--- src/source/tqv_periph_config.svh ---
// Peripheral bus configuration
`ifndef TQV_PERIPH_CONFIG_SVH
`define TQV_PERIPH_CONFIG_SVH

// Bus and slot geometry
`define TQV_ADDR_W          11
`define TQV_SLOTS           16

// Slot allocation
`define TQV_SLOT_GPIO       1
`define TQV_SLOT_TIMER      2
`define TQV_SIMPLE_REGS     0

// GPIO register offsets, function select registers are 4 bytes apart
`define TQV_GPIO_OUT_OFS    6'h00
`define TQV_GPIO_IN_OFS     6'h04
`define TQV_GPIO_FUNC_OFS   6'h20

// Timer register offsets
`define TQV_TIMER_COUNT_OFS 6'h00
`define TQV_TIMER_CMP_OFS   6'h04
`define TQV_TIMER_CTRL_OFS  6'h08

// Pin 7 on the timer, pins 6 to 0 on GPIO
`define TQV_PIN_FUNC_RESET  {5'h02, {7{5'h01}}}

`endif
--- src/source/tqv_periph_pkg.sv ---
// Peripheral bus types
package tqv_periph_pkg;

    // Host read and write size code
    typedef enum logic [1:0] {
        SIZE_BYTE = 2'b00,
        SIZE_HALF = 2'b01,
        SIZE_WORD = 2'b10,
        SIZE_NONE = 2'b11
    } access_size_t;

    // 64 byte slots of the full interface peripherals
    typedef struct packed {
        logic       region;
        logic [3:0] slot;
        logic [5:0] ofs;
    } user_view_t;

    // 16 byte slots of the byte peripherals
    typedef struct packed {
        logic       region;
        logic [1:0] unused;
        logic [3:0] slot;
        logic [3:0] ofs;
    } simple_view_t;

    typedef union packed {
        user_view_t   user;
        simple_view_t simple;
    } periph_addr_t;

    // Output pin source, simple set selects the byte peripherals
    typedef struct packed {
        logic       simple;
        logic [3:0] slot;
    } pin_func_t;

endpackage

--- src/source/tqv_periph_top.sv ---
// Peripheral bus top level
`timescale 1ns/100ps
`include "tqv_periph_config.svh"

module tqv_periph_top
    import tqv_periph_pkg::*;
(
    input  logic         clk,
    input  logic         rst_n,
    input  logic [7:0]   i_ui_in,
    input  periph_addr_t i_addr,
    input  logic [31:0]  i_data,
    input  access_size_t i_write_n,
    input  access_size_t i_read_n,
    input  logic         i_read_complete,
    output logic [7:0]   o_uo_out,
    output logic [31:0]  o_data_out,
    output logic         o_data_ready,
    output logic         o_interrupt
);

    logic [`TQV_SLOTS-1:0] user_sel;
    logic [`TQV_SLOTS-1:0] simple_sel;
    logic [5:0]            user_ofs;
    logic [3:0]            simple_ofs;
    access_size_t          gpio_write_n;
    access_size_t          timer_write_n;
    access_size_t          timer_read_n;
    logic                  simple_write;

    logic [31:0] user_rdata   [`TQV_SLOTS];
    logic        user_ready   [`TQV_SLOTS];
    logic [7:0]  user_pins    [`TQV_SLOTS];
    logic [7:0]  simple_rdata [`TQV_SLOTS];
    logic [7:0]  simple_pins  [`TQV_SLOTS];

    periph_addr_decode decode_i (
        .i_addr          (i_addr),
        .i_write_n       (i_write_n),
        .i_read_n        (i_read_n),
        .o_user_sel      (user_sel),
        .o_simple_sel    (simple_sel),
        .o_user_ofs      (user_ofs),
        .o_simple_ofs    (simple_ofs),
        .o_gpio_write_n  (gpio_write_n),
        .o_gpio_read_n   (),
        .o_timer_write_n (timer_write_n),
        .o_timer_read_n  (timer_read_n),
        .o_simple_write  (simple_write)
    );

    // GPIO supplies its own output byte inside the pin mux
    periph_gpio gpio_i (
        .clk           (clk),
        .rst_n         (rst_n),
        .i_ofs         (user_ofs),
        .i_write_n     (gpio_write_n),
        .i_data        (i_data),
        .i_ui_in       (i_ui_in),
        .i_user_pins   (user_pins),
        .i_simple_pins (simple_pins),
        .o_rdata       (user_rdata[`TQV_SLOT_GPIO]),
        .o_ready       (user_ready[`TQV_SLOT_GPIO]),
        .o_uo_out      (o_uo_out)
    );

    periph_timer timer_i (
        .clk         (clk),
        .rst_n       (rst_n),
        .i_ofs       (user_ofs),
        .i_write_n   (timer_write_n),
        .i_read_n    (timer_read_n),
        .i_data      (i_data),
        .o_rdata     (user_rdata[`TQV_SLOT_TIMER]),
        .o_ready     (user_ready[`TQV_SLOT_TIMER]),
        .o_uo_out    (user_pins[`TQV_SLOT_TIMER]),
        .o_interrupt (o_interrupt)
    );

    periph_byte_regs byte_regs_i (
        .clk      (clk),
        .rst_n    (rst_n),
        .i_ofs    (simple_ofs),
        .i_write  (simple_write),
        .i_data   (i_data[7:0]),
        .o_rdata  (simple_rdata[`TQV_SIMPLE_REGS]),
        .o_uo_out (simple_pins[`TQV_SIMPLE_REGS])
    );

    // Unallocated slots read zero, user slots never become ready
    for (genvar s = 0; s < `TQV_SLOTS; s++) begin : g_tie
        if (s != `TQV_SLOT_GPIO && s != `TQV_SLOT_TIMER) begin : g_user
            assign user_rdata[s] = '0;
            assign user_ready[s] = 1'b0;
        end
        if (s != `TQV_SLOT_TIMER) begin : g_user_pins
            assign user_pins[s] = '0;
        end
        if (s != `TQV_SIMPLE_REGS) begin : g_simple
            assign simple_rdata[s] = '0;
            assign simple_pins[s]  = '0;
        end
    end

    periph_read_return read_return_i (
        .clk             (clk),
        .rst_n           (rst_n),
        .i_read_n        (i_read_n),
        .i_write_n       (i_write_n),
        .i_read_complete (i_read_complete),
        .i_user_sel      (user_sel),
        .i_simple_sel    (simple_sel),
        .i_user_rdata    (user_rdata),
        .i_user_ready    (user_ready),
        .i_simple_rdata  (simple_rdata),
        .o_data_out      (o_data_out),
        .o_data_ready    (o_data_ready)
    );

endmodule

--- src/source/periph_read_return.sv ---
// Read data return and hold
`timescale 1ns/100ps
`include "tqv_periph_config.svh"

module periph_read_return
    import tqv_periph_pkg::*;
(
    input  logic                  clk,
    input  logic                  rst_n,
    input  access_size_t          i_read_n,
    input  access_size_t          i_write_n,
    input  logic                  i_read_complete,
    input  logic [`TQV_SLOTS-1:0] i_user_sel,
    input  logic [`TQV_SLOTS-1:0] i_simple_sel,
    input  logic [31:0]           i_user_rdata   [`TQV_SLOTS],
    input  logic                  i_user_ready   [`TQV_SLOTS],
    input  logic [7:0]            i_simple_rdata [`TQV_SLOTS],
    output logic [31:0]           o_data_out,
    output logic                  o_data_ready
);

    logic [31:0] periph_data;
    logic        periph_ready;
    logic [31:0] data_q;
    logic        hold;
    logic        last_req;
    logic        ready_q;
    logic        read_req;
    logic        capture;

    // Selects are one-hot, byte slots are always ready
    always_comb begin
        periph_data  = '0;
        periph_ready = 1'b0;
        for (int s = 0; s < `TQV_SLOTS; s++) begin
            if (i_user_sel[s]) begin
                periph_data  = i_user_rdata[s];
                periph_ready = i_user_ready[s];
            end
            if (i_simple_sel[s]) begin
                periph_data  = {24'h0, i_simple_rdata[s]};
                periph_ready = 1'b1;
            end
        end
    end

    assign read_req = (i_read_n != SIZE_NONE);
    // Data is taken on the same edge that raises ready
    assign capture  = !hold && last_req && periph_ready && read_req;

    always_ff @(posedge clk) begin
        if (!rst_n) begin
            hold     <= 1'b0;
            last_req <= 1'b0;
            ready_q  <= 1'b0;
        end else begin
            if (i_read_complete) begin
                hold <= 1'b0;
            end
            if (capture) begin
                hold <= 1'b1;
            end
            last_req <= read_req;
            ready_q  <= last_req && read_req && periph_ready;
        end
    end

    // Held value stays put until read complete
    always_ff @(posedge clk) begin
        if (capture) begin
            data_q <= periph_data;
        end
    end

    assign o_data_out   = data_q;
    assign o_data_ready = ready_q || (i_write_n != SIZE_NONE);

endmodule

--- src/source/periph_byte_regs.sv ---
// Byte register block
`timescale 1ns/100ps

module periph_byte_regs (
    input  logic       clk,
    input  logic       rst_n,
    input  logic [3:0] i_ofs,
    input  logic       i_write,
    input  logic [7:0] i_data,
    output logic [7:0] o_rdata,
    output logic [7:0] o_uo_out
);

    logic [7:0] regs [4];
    logic       hit;

    // Only offsets 0 to 3 hold a register
    assign hit = (i_ofs[3:2] == 2'b00);

    always_ff @(posedge clk) begin
        if (!rst_n) begin
            for (int r = 0; r < 4; r++) begin
                regs[r] <= '0;
            end
        end else if (i_write && hit) begin
            regs[i_ofs[1:0]] <= i_data;
        end
    end

    assign o_rdata  = hit ? regs[i_ofs[1:0]] : 8'h0;
    assign o_uo_out = regs[0];

endmodule

--- src/source/periph_timer.sv ---
// Compare timer
`timescale 1ns/100ps
`include "tqv_periph_config.svh"

module periph_timer
    import tqv_periph_pkg::*;
(
    input  logic         clk,
    input  logic         rst_n,
    input  logic [5:0]   i_ofs,
    input  access_size_t i_write_n,
    input  access_size_t i_read_n,
    input  logic [31:0]  i_data,
    output logic [31:0]  o_rdata,
    output logic         o_ready,
    output logic [7:0]   o_uo_out,
    output logic         o_interrupt
);

    logic [31:0] count;
    logic [31:0] cmp;
    logic        enable;
    logic        irq;
    logic        pin_toggle;
    logic        read_seen;
    logic        ready_q;
    logic        write_req;
    logic        read_req;
    logic [31:0] wmask;

    function automatic logic [31:0] size_mask(access_size_t size);
        case (size)
            SIZE_BYTE: size_mask = 32'h0000_00ff;
            SIZE_HALF: size_mask = 32'h0000_ffff;
            default:   size_mask = 32'hffff_ffff;
        endcase
    endfunction

    assign write_req = (i_write_n != SIZE_NONE);
    assign read_req  = (i_read_n != SIZE_NONE);
    assign wmask     = size_mask(i_write_n);

    always_ff @(posedge clk) begin
        if (!rst_n) begin
            count      <= '0;
            cmp        <= '0;
            enable     <= 1'b0;
            irq        <= 1'b0;
            pin_toggle <= 1'b0;
        end else begin
            if (write_req && i_ofs == `TQV_TIMER_COUNT_OFS) begin
                count <= (count & ~wmask) | (i_data & wmask);
            end else if (enable) begin
                count <= count + 32'd1;
            end
            if (write_req && i_ofs == `TQV_TIMER_CMP_OFS) begin
                cmp <= (cmp & ~wmask) | (i_data & wmask);
            end
            if (enable && count == cmp) begin
                irq        <= 1'b1;
                pin_toggle <= ~pin_toggle;
            end
            // Clear wins over a match in the same cycle
            if (write_req && i_ofs == `TQV_TIMER_CTRL_OFS) begin
                enable <= i_data[0];
                if (i_data[1]) begin
                    irq <= 1'b0;
                end
            end
        end
    end

    // Ready comes two edges into the request, one later than the others
    always_ff @(posedge clk) begin
        if (!rst_n) begin
            read_seen <= 1'b0;
            ready_q   <= 1'b0;
        end else begin
            read_seen <= read_req;
            ready_q   <= read_seen && read_req;
        end
    end

    always_comb begin
        case (i_ofs)
            `TQV_TIMER_COUNT_OFS: o_rdata = count;
            `TQV_TIMER_CMP_OFS:   o_rdata = cmp;
            `TQV_TIMER_CTRL_OFS:  o_rdata = {30'h0, irq, enable};
            default:              o_rdata = '0;
        endcase
    end

    assign o_ready     = ready_q;
    assign o_uo_out    = {pin_toggle, 7'h0};
    assign o_interrupt = irq;

endmodule

--- src/source/periph_gpio.sv ---
// GPIO and output pin routing
`timescale 1ns/100ps
`include "tqv_periph_config.svh"

module periph_gpio
    import tqv_periph_pkg::*;
(
    input  logic         clk,
    input  logic         rst_n,
    input  logic [5:0]   i_ofs,
    input  access_size_t i_write_n,
    input  logic [31:0]  i_data,
    input  logic [7:0]   i_ui_in,
    input  logic [7:0]   i_user_pins   [`TQV_SLOTS],
    input  logic [7:0]   i_simple_pins [`TQV_SLOTS],
    output logic [31:0]  o_rdata,
    output logic         o_ready,
    output logic [7:0]   o_uo_out
);

    localparam logic [39:0] FUNC_RESET = `TQV_PIN_FUNC_RESET;

    logic [7:0] gpio_out;
    pin_func_t  func_sel [8];
    logic       write_req;
    logic       func_hit;
    logic [2:0] func_idx;

    assign write_req = (i_write_n != SIZE_NONE);
    // Pin index lives in offset bits 4:2
    assign func_hit  = ((i_ofs & ~6'h1c) == `TQV_GPIO_FUNC_OFS);
    assign func_idx  = i_ofs[4:2];

    always_ff @(posedge clk) begin
        if (!rst_n) begin
            gpio_out <= '0;
            for (int p = 0; p < 8; p++) begin
                func_sel[p] <= FUNC_RESET[p*5 +: 5];
            end
        end else if (write_req) begin
            if (i_ofs == `TQV_GPIO_OUT_OFS) begin
                gpio_out <= i_data[7:0];
            end
            if (func_hit) begin
                func_sel[func_idx] <= i_data[4:0];
            end
        end
    end

    always_comb begin
        if (i_ofs == `TQV_GPIO_OUT_OFS) begin
            o_rdata = {24'h0, gpio_out};
        end else if (i_ofs == `TQV_GPIO_IN_OFS) begin
            o_rdata = {24'h0, i_ui_in};
        end else if (func_hit) begin
            o_rdata = {27'h0, func_sel[func_idx]};
        end else begin
            o_rdata = '0;
        end
    end

    assign o_ready = 1'b1;

    // Each pin takes its own bit from the byte of the named slot
    always_comb begin
        for (int p = 0; p < 8; p++) begin
            if (func_sel[p].simple) begin
                o_uo_out[p] = i_simple_pins[func_sel[p].slot][p];
            end else if (func_sel[p].slot == 4'(`TQV_SLOT_GPIO)) begin
                o_uo_out[p] = gpio_out[p];
            end else begin
                o_uo_out[p] = i_user_pins[func_sel[p].slot][p];
            end
        end
    end

endmodule

--- src/source/periph_addr_decode.sv ---
// Peripheral address decode
`timescale 1ns/100ps
`include "tqv_periph_config.svh"

module periph_addr_decode
    import tqv_periph_pkg::*;
(
    input  periph_addr_t          i_addr,
    input  access_size_t          i_write_n,
    input  access_size_t          i_read_n,
    output logic [`TQV_SLOTS-1:0] o_user_sel,
    output logic [`TQV_SLOTS-1:0] o_simple_sel,
    output logic [5:0]            o_user_ofs,
    output logic [3:0]            o_simple_ofs,
    output access_size_t          o_gpio_write_n,
    output access_size_t          o_gpio_read_n,
    output access_size_t          o_timer_write_n,
    output access_size_t          o_timer_read_n,
    output logic                  o_simple_write
);

    // Region bit sits in the same place in both views
    always_comb begin
        o_user_sel   = '0;
        o_simple_sel = '0;
        if (i_addr.user.region) begin
            o_simple_sel[i_addr.simple.slot] = 1'b1;
        end else begin
            o_user_sel[i_addr.user.slot] = 1'b1;
        end
    end

    assign o_user_ofs   = i_addr.user.ofs;
    assign o_simple_ofs = i_addr.simple.ofs;

    // Deselected peripherals see no request
    assign o_gpio_write_n  = o_user_sel[`TQV_SLOT_GPIO]  ? i_write_n : SIZE_NONE;
    assign o_gpio_read_n   = o_user_sel[`TQV_SLOT_GPIO]  ? i_read_n  : SIZE_NONE;
    assign o_timer_write_n = o_user_sel[`TQV_SLOT_TIMER] ? i_write_n : SIZE_NONE;
    assign o_timer_read_n  = o_user_sel[`TQV_SLOT_TIMER] ? i_read_n  : SIZE_NONE;

    assign o_simple_write = (i_write_n != SIZE_NONE) && o_simple_sel[`TQV_SIMPLE_REGS];

endmodule

--- config.mk ---
export PLATFORM = sky130hd
export DESIGN_NAME = tqv_periph_top
export DESIGN_NICKNAME = d
export VERILOG_FILES = /design/src/source/tqv_periph_pkg.sv /design/src/source/tqv_periph_top.sv /design/src/source/periph_read_return.sv /design/src/source/periph_byte_regs.sv /design/src/source/periph_timer.sv /design/src/source/periph_gpio.sv /design/src/source/periph_addr_decode.sv
export VERILOG_INCLUDE_DIRS = /design/src /design/src/source
export SDC_FILE = /design/constraint.sdc
export NUM_CORES = 1
export LEC_CHECK = 0
export BUFFER_PORTS_ARGS = -buffer_cell sky130_fd_sc_hd__buf_2
export CORE_UTILIZATION = 55
export CTS_CLUSTER_DIAMETER = 60
export DETAILED_ROUTE_END_ITERATION = 16
export GPL_ROUTABILITY_DRIVEN = 1
export PLACE_DENSITY = 0.82
export SETUP_SLACK_MARGIN = 0.2
export SYNTH_ARGS = -nofsm -noshare
export SYNTH_HDL_FRONTEND = slang
export SYNTH_SLANG_ARGS = --single-unit
--- constraint.sdc ---
create_clock -name clk -period 2.86 [get_ports clk]
set_input_delay 0 -clock clk [delete_from_list [all_inputs] [get_ports clk]]
set_output_delay 0 -clock clk [all_outputs]
set_load 0.03 [all_outputs]
# Word level (Yosys, flattened, before mapping)
# Memory sizes are Yosys's and may differ from the RTL's.
# Cells that the tools add are included.
[word_totals]
reg_bits = 112
mem_bits_ro = 0
in_bits = 58
output_inout_bits = 42
latch_bits = 0
memories = 2
mem_bits_rw = 72
[memory_table]
columns = ["name", "words", "word_bits", "read_ports", "rd_ports_with_merged_regs", "wr", "line_no", "source"]
rows = [
  ["gpio_i.func_sel", 8, 5, 9, 0, 8, "periph_gpio.sv:24", "pin_func_t func_sel [8];"],
  ["byte_regs_i.regs", 4, 8, 2, 0, 4, "periph_byte_regs.sv:14", "logic [7:0] regs [4];"],
]
[classes]
n_bitwise = 15
n_lt_le_gt_ge = 12
shifts = 0
div_mod_pow = 0
muxes = 135
eq_ne = 18
multipliers = 0
addsub = 1
reduce_logical = 25
[ops]
columns = ["cell", "n"]
rows = [
  ["$bmux W8 S4", 16],
  ["$mux W32", 7],
  ["$and A32 B32 Y32", 3],
  ["$pmux W32 S3", 1],
  ["$mux W1", 68],
  ["$or A32 B32 Y32", 2],
  ["$pmux W32 S2", 1],
  ["$mux W8", 7],
  ["$ge A5 B5 Y1 const B", 8],
  ["$not A4 Y5", 8],
  ["$add A32 B1 Y32 const B", 1],
  ["$eq A32 B32 Y1", 1],
  ["$eq A4 B1 Y1 const B", 8],
  ["$mux W16", 2],
  ["$not A32 Y32", 1],
  ["$mux W5", 6],
  ["$mux W7", 4],
  ["$reduce_or A27 Y1", 1],
  ["$mux W6", 4],
  ["$mux W2", 8],
  ["$mux W4", 4],
  ["$mux W3", 5],
  ["$logic_and A1 B1 Y1", 14],
  ["$lt A4 B5 Y1 const B", 2],
  ["other kinds (16)", 24],
]

# Depth between registers and ports, before layout
# Gate-level depths: netlist of the first run.
[depth]
depth_word = 39
depth_mapped = 8
mapped_depth_nobuf = 6

# Cells and area by module
# A second synthesis of the first run with hierarchy kept.
[hier_totals]
hier_cells = 2034
hier_area_um2 = 17599.4
[modules_own_cells]
columns = ["module", "cells_per_inst", "area_each_um2", "instances"]
rows = [
  ["periph_read_return", 858, 6362.4, 1],
  ["periph_gpio", 430, 4833.4, 1],
  ["periph_timer", 547, 4321.6, 1],
  ["periph_byte_regs", 119, 1612.8, 1],
  ["periph_addr_decode", 79, 465.4, 1],
  ["tqv_periph_top", 1, 3.8, 1],
]

# Worst setup path after synthesis of the first run
# Ideal clock, no wire load.
[synth_path]
kind = "register to register"
startpoint = "register timer_i.ready_q (netlist: timer_i.o_ready)"
endpoint = "register read_return_i.data_q[0] (netlist: read_return_i.o_data_out[0]), enable pin"
period_less_slack_ps = 2519
slack_ps = 341
path_stages_with_launch = 5
arrival_time_ps = 2097
setup_ps = 422
cell_sequence = "dfxtp_1 -> nand3b_1 -> a211oi_1 -> o211ai_1 -> nor2_1"
[synth_via]
elab_chain_cells = 30
[synth_rtl]
columns = ["item", "line_no", "source"]
rows = [
  ["from (decl)", "periph_timer.sv:26", "logic ready_q;"],
  ["from (signal assigned)", "periph_timer.sv:80", "ready_q <= read_seen && read_req;"],
  ["$mux W1", "periph_read_return.sv:36", "if (i_user_sel[s]) begin"],
  ["$mux W1", "periph_read_return.sv:40", "if (i_simple_sel[s]) begin"],
  ["$mux W1", "periph_read_return.sv:36", ""],
  ["$mux W1", "periph_read_return.sv:40", ""],
  ["$mux W1", "periph_read_return.sv:36", ""],
  ["$mux W1", "periph_read_return.sv:40", ""],
  ["$mux W1", "periph_read_return.sv:36", ""],
  ["$mux W1", "periph_read_return.sv:40", ""],
  ["(+14 left out)", "--", ""],
  ["$mux W1", "periph_read_return.sv:36", ""],
  ["$mux W1", "periph_read_return.sv:40", ""],
  ["$mux W1", "periph_read_return.sv:36", ""],
  ["$mux W1", "periph_read_return.sv:40", ""],
  ["$mux W1", "periph_read_return.sv:36", ""],
  ["$mux W1", "periph_read_return.sv:40", ""],
  ["$logic_and A1 B1 Y1 (2 in series)", "periph_read_return.sv:49", "assign capture = !hold && last_req && periph_ready && read_req;"],
  ["named net read_return_i.capture", "periph_read_return.sv:29", "logic capture;"],
  ["to (signal assigned)", "periph_read_return.sv:71", "data_q <= periph_data;"],
  ["to (decl)", "periph_read_return.sv:24", "logic [31:0] data_q;"],
]
# The timed path passes the listed nets, and every way through them passes these cells.
# A chain may end at the register's enable or synchronous reset.

==> results.tsv, run 1 <==
stage	metric	value	unit
outcome	status	completed	
job	drv_cap	0	
die	rows	48	
placement	placed_area	10400	um^2
setup_path	path_delay_family	simple AND/OR/NAND/NOR gates	
cts	cts_made_buffers	17	
finish	syn_to_final_growth	17.0	%
sta	worst_pin_slew	1.05	ns
global_routing	grt_pass1_wl	43.7	mm
placement	portBuffers	99	
sta	rsz0062_at_grt	false	
route	drc	0	
route	wl_per_cell	21.3	um
sta	fin_ws	0.366	ns
synthesis	synth-simple-area-share	21.2	%
synthesis	synth_ff_type	edfxtp_1	
synthesis	yosysUniqueCellTypes	71	
synthesis	yosysSeqAreaShare	48.9	%
sta	layout_min_cycle_time	2.49	ns
cts	clockRootBuffer	clkbuf_16	
synthesis	synth_area_leader_cell	edfxtp_1	
cts	insertion_delay	0.44	ns
global_routing	grt_overflow	0	
synthesis	ys_ff_latch	184	
sta	post-route-period-util	87.2	%
die	dieArea	18100	um^2
synthesis	synth_xor_xnor_area_share	3.63	%
setup_path	cp-start-kind	input port	
synthesis	synth_top_area_share	32.3	%
placement	gp_congestion	0.991	
finish	drive_gt1_share	18.8	%
cts	clkTransAtPathRegs	0.07	ns
global_routing	grt_pass1_vias	7977	
sta	hold_viol	0	
synthesis	ys_top_cells_by_area	edfxtp_1 (32%), dfxtp_1 (17%), nand2_1 (4.7%), mux4_2 (4.2%), and2_1 (3.9%)	
setup_path	rr_worst_depth	5	
hold_path	whs_endpoint	read_return_i.o_data_out[1]$_SDFFCE_PP0P_	
power_and_ir_drop	power.density	496	nW/um^2
die	die_w	135	um
route	antenna_left	0	
sta	max_freq	401	MHz
finish	postLayoutCellArea	11300	um^2
synthesis	async_flop_share	0	%
die	ioPinCount	100	
synthesis	syn_nets	1023	
finish	final_nets	1131	
die	initial_core_util	56.1	%
setup_path	required	2.95	ns
die	core	17200	um^2
synthesis	syn_avg_cell_area	10.0	um^2
synthesis	synth_edf_count	104	
global_routing	antenna_found_initial	0	
route	drtIter0Drc	1296	
setup_path	slowest_stage	or4_1	
die	die_y	135	um
synthesis	synth_top_family_by_area	simple AND/OR/NAND/NOR gates	
setup_path	path_max_fanout	12	
power_and_ir_drop	p_leak	0.00405	uW
power_and_ir_drop	vdd_drop_max	443	uV
cts	h-tree-depth	4	
cts	cts_buffer_depth	2	
setup_path	regToRegSetupSlack	0.39	ns
hold_path	hold_start	i_ui_in[1]	
setup_path	cp_num_buf_inv	2	
placement	hpwl	19.4	mm
route	via_per_inst	6.45	
finish	final_cell_mix	nand2_1 (122), edfxtp_1 (104), buf_2 (99)	
global_routing	grt_max_degree	62	
cts	cts.sinks	184	
sta	fin_skew	0.00966	ns
setup_path	cp-end-kind	flip-flop	
synthesis	muxShareOfSynthArea	5.75	%
sta	relSlewSlack	29.8	%
setup_path	arrival	2.58	ns
route	routed_wl	28.0	mm
hold_path	hold_depth	3	
sta	finalSetupViolations	0	
sta	tns	0	ns
synthesis	synth-compound-area-share	16.5	%
synthesis	syn_area	9660	um^2
placement	pre_cts_slack	0.329	ns
synthesis	yosys_warnings	0	
route	vias	8451	
global_routing	grtUsageTotal	31.8	%
setup_path	crit_path_max_incr_delay	0.77	ns
finish	diodes	0	
cts	cts_setup_buffers	0	
synthesis	synth_fa_ha_area_share	0.129	%
cts	cts_tree	done	
hold_path	hold_class	input port to flip-flop	
route	firstDrtPassIters	7	
setup_path	crit_path_cell_trace	dlygate4sd3_1 > buf_2 > nor3_2 > nand2b_1 > or4_1 > o21ai_1	
synthesis	syn_inst	964	
finish	mostFrequentLayoutCell	nand2_1	
setup_path	r2r_start	timer_i.count[7]$_SDFFE_PN0P_	
sta	finalMaxSlewViolations	0	
setup_path	worstSetupPathType	input port to flip-flop	
area by class of cell:
cell class | count | area, um^2
Inverter | 9 | 33.8
Tap cell | 225 | 282
Sequential cell | 184 | 4720
Timing Repair Buffer | 166 | 1100
Clock inverter | 9 | 91.3
Fill cell | 1277 | 5930
Multi-Input combinational cell | 694 | 4590
Clock buffer | 23 | 478
routing by layer:
| metal | vias up | track usage [%] | share of wire [%] |
|---|---|---|---|
| met5 | - | 0 | 0 |
| li1 | 3799 | - | - |
| met2 | 559 | 49.3 | 45 |
| met3 | 86 | 7.70 | 12 |
| met1 | 4007 | 43.4 | 40 |
| met4 | 0 | 12.4 | 3.3 |
metrics by stage:
stage / hold WS (ns) / total power, uW / utilization, % / instances
4_1_cts: 0.00440 / 5600 / 65.6 / 1310
2_1_floorplan: 0.116 / 3130 / - / 964
3_3_place_gp: 0.263 / 3300 / 60.1 / 1241
5_1_grt: 0.0340 / 5740 / 65.6 / 1310
6_report: 0.0133 / 5610 / 65.6 / 1310
3_5_place_dp: 0.261 / 3300 / 60.1 / 1241
kinds of logic after synthesis:
family / count (synthesis)
flip-flops: 184
multiplexers: 33
XOR/XNOR: 40
adder cells (fa/ha/maj): 1
AO/OA/AOI/OAI: 233
buffers and inverters: 86
AND/OR/NAND/NOR: 387
cell usage after synthesis, types with 4 or more instances:
master    instances
a211oi_1         16
a21oi_1          69
a22oi_1          33
a31oi_1           7
a32oi_1           4
and2_1           60
and3_1           17
and4_1            7
buf_1             5
buf_2            31
clkbuf_1         38
dfxtp_1          80
edfxtp_1        104
inv_1             8
mux2i_1          15
mux4_2           18
nand2_1         122
nand2b_1          9
nand3_1          21
nand4_1           8
nor2_1           70
nor3_1            7
nor4_1           23
o21a_1            6
o21ai_0          35
o221ai_1          4
o22a_1            6
o22ai_1           6
o31a_1            8
or3_1            11
or4_1             7
xnor2_1           5
xor2_1           35
power by group:
| group | switching (uW) | internal (uW) | leakage [uW] | total (uW) |
|---|---|---|---|---|
| Combinational | 251 | 155 | 0.00213 | 406 |
| Clock | 1030 | 1280 | 0.000267 | 2310 |
| Sequential | 40.5 | 2850 | 0.00165 | 2890 |
| Total | 1320 | 4280 | 0.00405 | 5610 |
worst max path at each step:
stage	startpoint	endpoint	slack [ns]	depth (start not counted)
floorplan	timer_i.o_ready$_SDFF_PN0_	read_return_i.o_data_out[0]$_SDFFCE_PP0P_	0.34	4
global placement	i_addr[10]	gpio_i.func_sel[1][2]$_SDFFCE_PN0P_	0.49	5
detailed placement	i_addr[10]	gpio_i.func_sel[1][4]$_SDFFCE_PN0P_	0.33	5
CTS	i_addr[10]	gpio_i.func_sel[1][0]$_SDFFCE_PN1P_	0.23	6
global route	timer_i.count[7]$_SDFFE_PN0P_	flip-flop	0.22	5
finish	i_addr[10]	gpio_i.func_sel[1][0]$_SDFFCE_PN1P_	0.37	6
worst reg2reg max path, cell delays in order, from the launching register on:
cell and delay (ns):
dfxtp_1 0.54, nand3_1 0.24, or4_1 0.83, or2_0 0.33, o41ai_1 0.29, a31o_1 0.18
timing repair:
item / CTS / global route
hold buffers: 37 / 0
setup endpoints to repair: 0 / 25
hold endpoints to repair: 63 / 0
gates resized for setup: 0 / 5
Power figures use the tool's default switching activity.
==> run 2: changes to the inputs <==
--- a/config.mk
+++ b/config.mk
@@ -13,2 +13,3 @@
 export GPL_ROUTABILITY_DRIVEN = 1
+export HOLD_SLACK_MARGIN = 0.12
 export PLACE_DENSITY = 0.82
--- a/constraint.sdc
+++ b/constraint.sdc
@@ -3,2 +3,2 @@
 set_output_delay 0 -clock clk [all_outputs]
-set_load 0.03 [all_outputs]
+set_load 0.05 [all_outputs]
==> run 2 against run 1 <==
Net effect: cell count up 0.76%; die area unchanged; setup slack worse by 0.038 ns; clock power about the same; routed wire length up 0.33%; largest cell class unchanged; hold slack better by 0.13 ns; global-route usage up 0.091 points.
==> results.tsv, run 2 (synthesized netlist as in run 1, its figures left out) <==
stage	metric	value	unit	change
die	rows	48		unchanged
cts	h-tree-depth	4		unchanged
global_routing	grt_max_degree	62		unchanged
route	antenna_left	0		unchanged
route	drtIter0Drc	1309		+1.0%
route	vias	8565		+1.3%
die	die_y	135	um	unchanged
sta	layout_min_cycle_time	2.53	ns	+0.0380 ns
finish	drive_gt1_share	18.6	%	-0.17 points
sta	tns	0	ns	unchanged
sta	rsz0062_at_grt	false		
die	die_w	135	um	unchanged
route	firstDrtPassIters	7		unchanged
setup_path	required	2.94	ns	about the same
setup_path	worstSetupPathType	input port to flip-flop		
global_routing	grtUsageTotal	31.9	%	+0.091 points
power_and_ir_drop	power.density	495	nW/um^2	-0.29%
route	wl_per_cell	21.3	um	-0.43%
sta	relSlewSlack	32.6	%	+2.7 points
setup_path	crit_path_max_incr_delay	0.77	ns	about the same
sta	hold_viol	0		unchanged
route	via_per_inst	6.49		+0.58%
sta	fin_skew	0.0108	ns	+0.00109 ns
global_routing	grt_overflow	0		unchanged
setup_path	arrival	2.61	ns	+0.03 ns
cts	cts_made_buffers	17		unchanged
sta	max_freq	395	MHz	-1.5%
die	core	17200	um^2	unchanged
setup_path	cp-end-kind	flip-flop		
global_routing	grt_pass1_vias	8035		+0.73%
setup_path	cp-start-kind	input port		
sta	finalMaxSlewViolations	0		unchanged
finish	final_cell_mix	nand2_1 (122), edfxtp_1 (104), buf_2 (99)		
placement	gp_congestion	0.991		unchanged
die	ioPinCount	100		unchanged
cts	insertion_delay	0.44	ns	about the same
finish	final_nets	1141		+0.88%
route	drc	0		unchanged
setup_path	path_max_fanout	12		unchanged
sta	finalSetupViolations	0		unchanged
die	dieArea	18100	um^2	unchanged
setup_path	slowest_stage	or4_1		
cts	cts_tree	done		
cts	cts.sinks	184		unchanged
global_routing	antenna_found_initial	0		unchanged
outcome	status	completed		
finish	diodes	0		unchanged
finish	mostFrequentLayoutCell	nand2_1		
sta	worst_pin_slew	1.01	ns	-0.0408 ns
cts	clkTransAtPathRegs	0.07	ns	about the same
sta	fin_hold_ws	0.139	ns	+0.126 ns
setup_path	crit_path_cell_trace	dlygate4sd3_1 > buf_2 > nor3_2 > nand2b_1 > or4_1 > o21ai_1		
die	initial_core_util	56.1	%	unchanged
placement	portBuffers	99		unchanged
route	routed_wl	28.1	mm	+0.33%
power_and_ir_drop	vdd_drop_max	443	uV	about the same
hold_path	hold_class	input port to flip-flop		
job	drv_cap	0		unchanged
global_routing	grt_pass1_wl	43.8	mm	+0.36%
finish	syn_to_final_growth	18.0	%	
sta	post-route-period-util	88.5	%	+1.3 points
cts	cts_setup_buffers	0		unchanged
cts	clockRootBuffer	clkbuf_16		
placement	hpwl	19.4	mm	unchanged
cts	cts_buffer_depth	2		unchanged
power_and_ir_drop	p_leak	0.00409	uW	+0.98%
## run 2: worst paths after layout
path	from	end	slack, ns	cells after the start
worst max register to register	timer_i.count[7]$_SDFFE_PN0P_	flip-flop	0.40	5
worst min register to register	timer_i.read_seen$_SDFF_PN0_	timer_i.o_ready$_SDFF_PN0_	0.47	1
worst min-delay path	i_addr[5]	read_return_i.o_data_out[7]$_SDFFCE_PP0P_	0.14	4
worst max-delay path	i_addr[10]	gpio_i.func_sel[1][0]$_SDFFCE_PN1P_	0.33	6
## run 2: report_power, final
part	internal [uW]	leakage (uW)	switching, uW
sequential	2850	0.00165	40.6
clock	1280	0.000267	1030
combinational	164	0.00217	273
## run 2: timing repair
action,4_1_cts,5_1_grt
gates resized for setup,0,5
hold buffers,47,0
setup endpoints to repair,0,25
endpoints found under the hold margin,99,0
## run 2: critical path: cells and delay by family
family                 cells  cell delay (ns)
buffers and inverters      2             0.67
AO/OA/AOI/OAI              1             0.50
AND/OR/NAND/NOR            3             1.44
## run 2: layout make-up
type                            instances  area (um^2)
Clock buffer                           23          478
Clock inverter                          9         91.3
Fill cell                            1262         5830
Inverter                                9         33.8
Multi-Input combinational cell        694         4590
Sequential cell                       184         4720
Tap cell                              225          282
Timing Repair Buffer                  176         1200
## run 2: metrics by stage
| stage | cell area (um^2) | cells | util, % | total power (uW) | setup slack, ns |
|---|---|---|---|---|---|
| 6_report | 11400 | 1320 | 66.2 | 5640 | 0.328 |
| 4_1_cts | 11400 | 1320 | 66.2 | 5630 | 0.234 |
| 2_1_floorplan | 9660 | 964 | - | 3150 | 0.341 |
| 3_3_place_gp | 10400 | 1241 | 60.1 | 3320 | 0.491 |
| 5_1_grt | 11400 | 1320 | 66.2 | 5780 | 0.219 |
| 3_5_place_dp | 10400 | 1241 | 60.1 | 3320 | 0.329 |
## run 2: metal layers
metal  global-route usage (%)  part of all wire [%]
met1                     43.3                    40
met2                     49.8                    46
met3                     7.85                    11
met4                     11.9                   3.0
met5                        0                     0
==> run 3: changes to the inputs <==
- CORE_MARGIN: unset -> 4
==> run 3 against run 2 <==
Net effect: sequential power barely moved; count of clock-buffer cells in the layout is 5 lower; utilization grew 0.23 points; highest routed layer is now met5; largest power group unchanged; cell area increased by 0.34%; via count up 0.36%; global-route usage decreased by 2.7 points; largest cell class unchanged; first-iteration DRC count rose by 7.1%; sequential share of layout area fell by 0.14 points; cell count increased by 0.45%.
==> results.tsv, run 3 (synthesized netlist as in run 1, its figures left out) <==
stage	metric	value	unit	change
setup_path	arrival	2.44	ns	-0.17 ns
cts	cts_tree	done		
power_and_ir_drop	clockPowerShare	41.3	%	+0.3 points
global_routing	grt_pass1_vias	8188		+1.9%
cts	h-tree-depth	4		unchanged
sta	fin_skew	0.00828	ns	-0.00248 ns
setup_path	crit_path_start	i_write_n[0]		
die	core	17200	um^2	unchanged
cts	clockRootBuffer	clkbuf_16		
power_and_ir_drop	power.density	495	nW/um^2	about the same
job	drv_cap	0		unchanged
die	die_y	141	um	+4.5%
finish	regArea	4720	um^2	unchanged
die	initial_core_util	56.1	%	unchanged
placement	gp_congestion	1.01		+1.4%
sta	finalSetupViolations	0		unchanged
finish	final_core_util	66.4	%	+0.23 points
setup_path	cp-end-kind	flip-flop		
route	dr_wl_met2	13.2	mm	+2.9%
route	routed_wl	29.0	mm	+3.2%
sta	post-route-period-util	82.9	%	-5.6 points
cts	insertion_delay	0.43	ns	about the same
finish	final_nets	1147		+0.53%
setup_path	regToRegSetupSlack	0.54	ns	+0.14 ns
route	antenna_left	0		unchanged
power_and_ir_drop	pwr-share-seq	51.1	%	-0.2 points
sta	finalMaxSlewViolations	0		unchanged
cts	clkTransAtPathRegs	0.07	ns	about the same
finish	fillCellCount	1283		+1.7%
route	wl_met3	3.56	mm	+12%
die	ioPinCount	100		unchanged
setup_path	required	2.93	ns	about the same
global_routing	antenna_found_initial	2		+2
outcome	status	completed		
finish	multi_input_area	4590	um^2	about the same
die	die_w	141	um	+4.5%
power_and_ir_drop	p_sw	1400	uW	+3.9%
setup_path	path_max_fanout	12		unchanged
die	dieArea	19800	um^2	+9.1%
sta	worst_pin_slew	1.02	ns	+0.0109 ns
setup_path	cp-start-kind	input port		
hold_path	hold_depth	3		-1
power_and_ir_drop	power.internal	4260	uW	-0.70%
cts	cts_setup_buffers	0		unchanged
cts	cts_made_buffers	17		unchanged
cts	cts.sinks	184		unchanged
global_routing	grtUsageTotal	29.2	%	-2.7 points
route	drt-met1-wl	11.0	mm	-1.9%
sta	tns	0	ns	unchanged
setup_path	worstSetupPathType	input port to flip-flop		
sta	relSlewSlack	31.8	%	-0.73 points
route	drtIter0Drc	1402		+7.1%
setup_path	rr_worst_depth	6		+1
sta	layout_min_cycle_time	2.37	ns	-0.160 ns
global_routing	grt_max_degree	62		unchanged
placement	portBuffers	99		unchanged
power_and_ir_drop	p_leak	0.00414	uW	+1.2%
finish	final_cell_mix	nand2_1 (122), edfxtp_1 (104), buf_2 (99)		
sta	rsz0062_at_grt	false		
global_routing	grt_pass1_wl	45.2	mm	+3.2%
route	via_per_inst	6.48		about the same
placement	hpwl	20.2	mm	+3.9%
die	rows	48		unchanged
cts	cts_buffer_depth	2		unchanged
route	drc	0		unchanged
sta	max_freq	422	MHz	+6.8%
finish	mostFrequentLayoutCell	nand2_1		
power_and_ir_drop	vdd_drop_max	415	uV	-6.4%
power_and_ir_drop	power_frac_comb	7.6	%	about the same
global_routing	grt_overflow	0		unchanged
hold_path	hold_start	rst_n		
sta	hold_viol	0		unchanged
route	wl_per_cell	21.8	um	+2.7%
power_and_ir_drop	switching_share	24.7	%	+0.84 points
hold_path	hold_class	input port to flip-flop		
route	vias	8596		+0.36%
route	firstDrtPassIters	6		-1
route	top_layer	met5		
finish	syn_to_final_growth	18.4	%	
setup_path	r2r_start	timer_i.count[7]$_SDFFE_PN0P_		
finish	drive_gt1_share	19.3	%	+0.64 points
[run 3: power by group through the flow]
stage / Clock (uW) / Combinational, uW / Sequential [uW]
detailed placement: 0 / 371 / 2950
global placement: 0 / 366 / 2950
floorplan: 0 / 180 / 2970
finish: 2340 / 433 / 2890
CTS: 2340 / 423 / 2890
global route: 2440 / 455 / 2900
[run 3: final cells by class]
type                       count  share of cell area (%)
inverter                       9                   0.295
multi-input combinational    694                    40.2
tap                          225                    2.46
timing repair buffer         182                    10.8
clock buffer                  18                    3.84
sequential                   184                    41.3
antenna                        1                  0.0219
clock inverter                13                    1.16
[run 3: path summary, 6_finish.rpt]
path	end
min	timer_i.o_interrupt$_SDFF_PN0_
min reg2reg	timer_i.o_ready$_SDFF_PN0_
max reg2reg	flip-flop
max	gpio_i.func_sel[5][3]$_SDFFCE_PN0P_
[run 3: critical path: stages]
cell and delay [ns]:
dlygate4sd3_1 0.55, buf_2 0.18, nand2_1 0.16, nand2_1 0.15, or4_1 0.71, o21ai_0 0.68
[run 3: repair_timing]
item / 4_1_cts / 5_1_grt
setup endpoints to repair: 0 / 1
endpoints found under the hold margin: 102 / 0
gates resized for setup: 0 / 1
hold buffers: 46 / 0
[run 3: routing by layer]
layer / vias up / GRT usage, %
met3: 138 / 6.66
met4: 2 / 11.3
met5: - / 0
met2: 622 / 45.6
li1: 3829 / -
met1: 4005 / 39.9
[run 3: per-stage QoR]
stage | cells | worst slack [ns] | hold slack [ns] | area, um^2 | power [uW]
final | 1326 | 0.488 | 0.196 | 11400 | 5660
after CTS | 1325 | 0.482 | 0.165 | 11400 | 5660
after global placement | 1248 | 0.492 | 0.227 | 10400 | 3310
after global routing | 1326 | 0.286 | 0.194 | 11400 | 5790
after floorplan | 964 | 0.341 | 0.116 | 9660 | 3150
after detailed placement | 1248 | 0.400 | 0.231 | 10400 | 3320
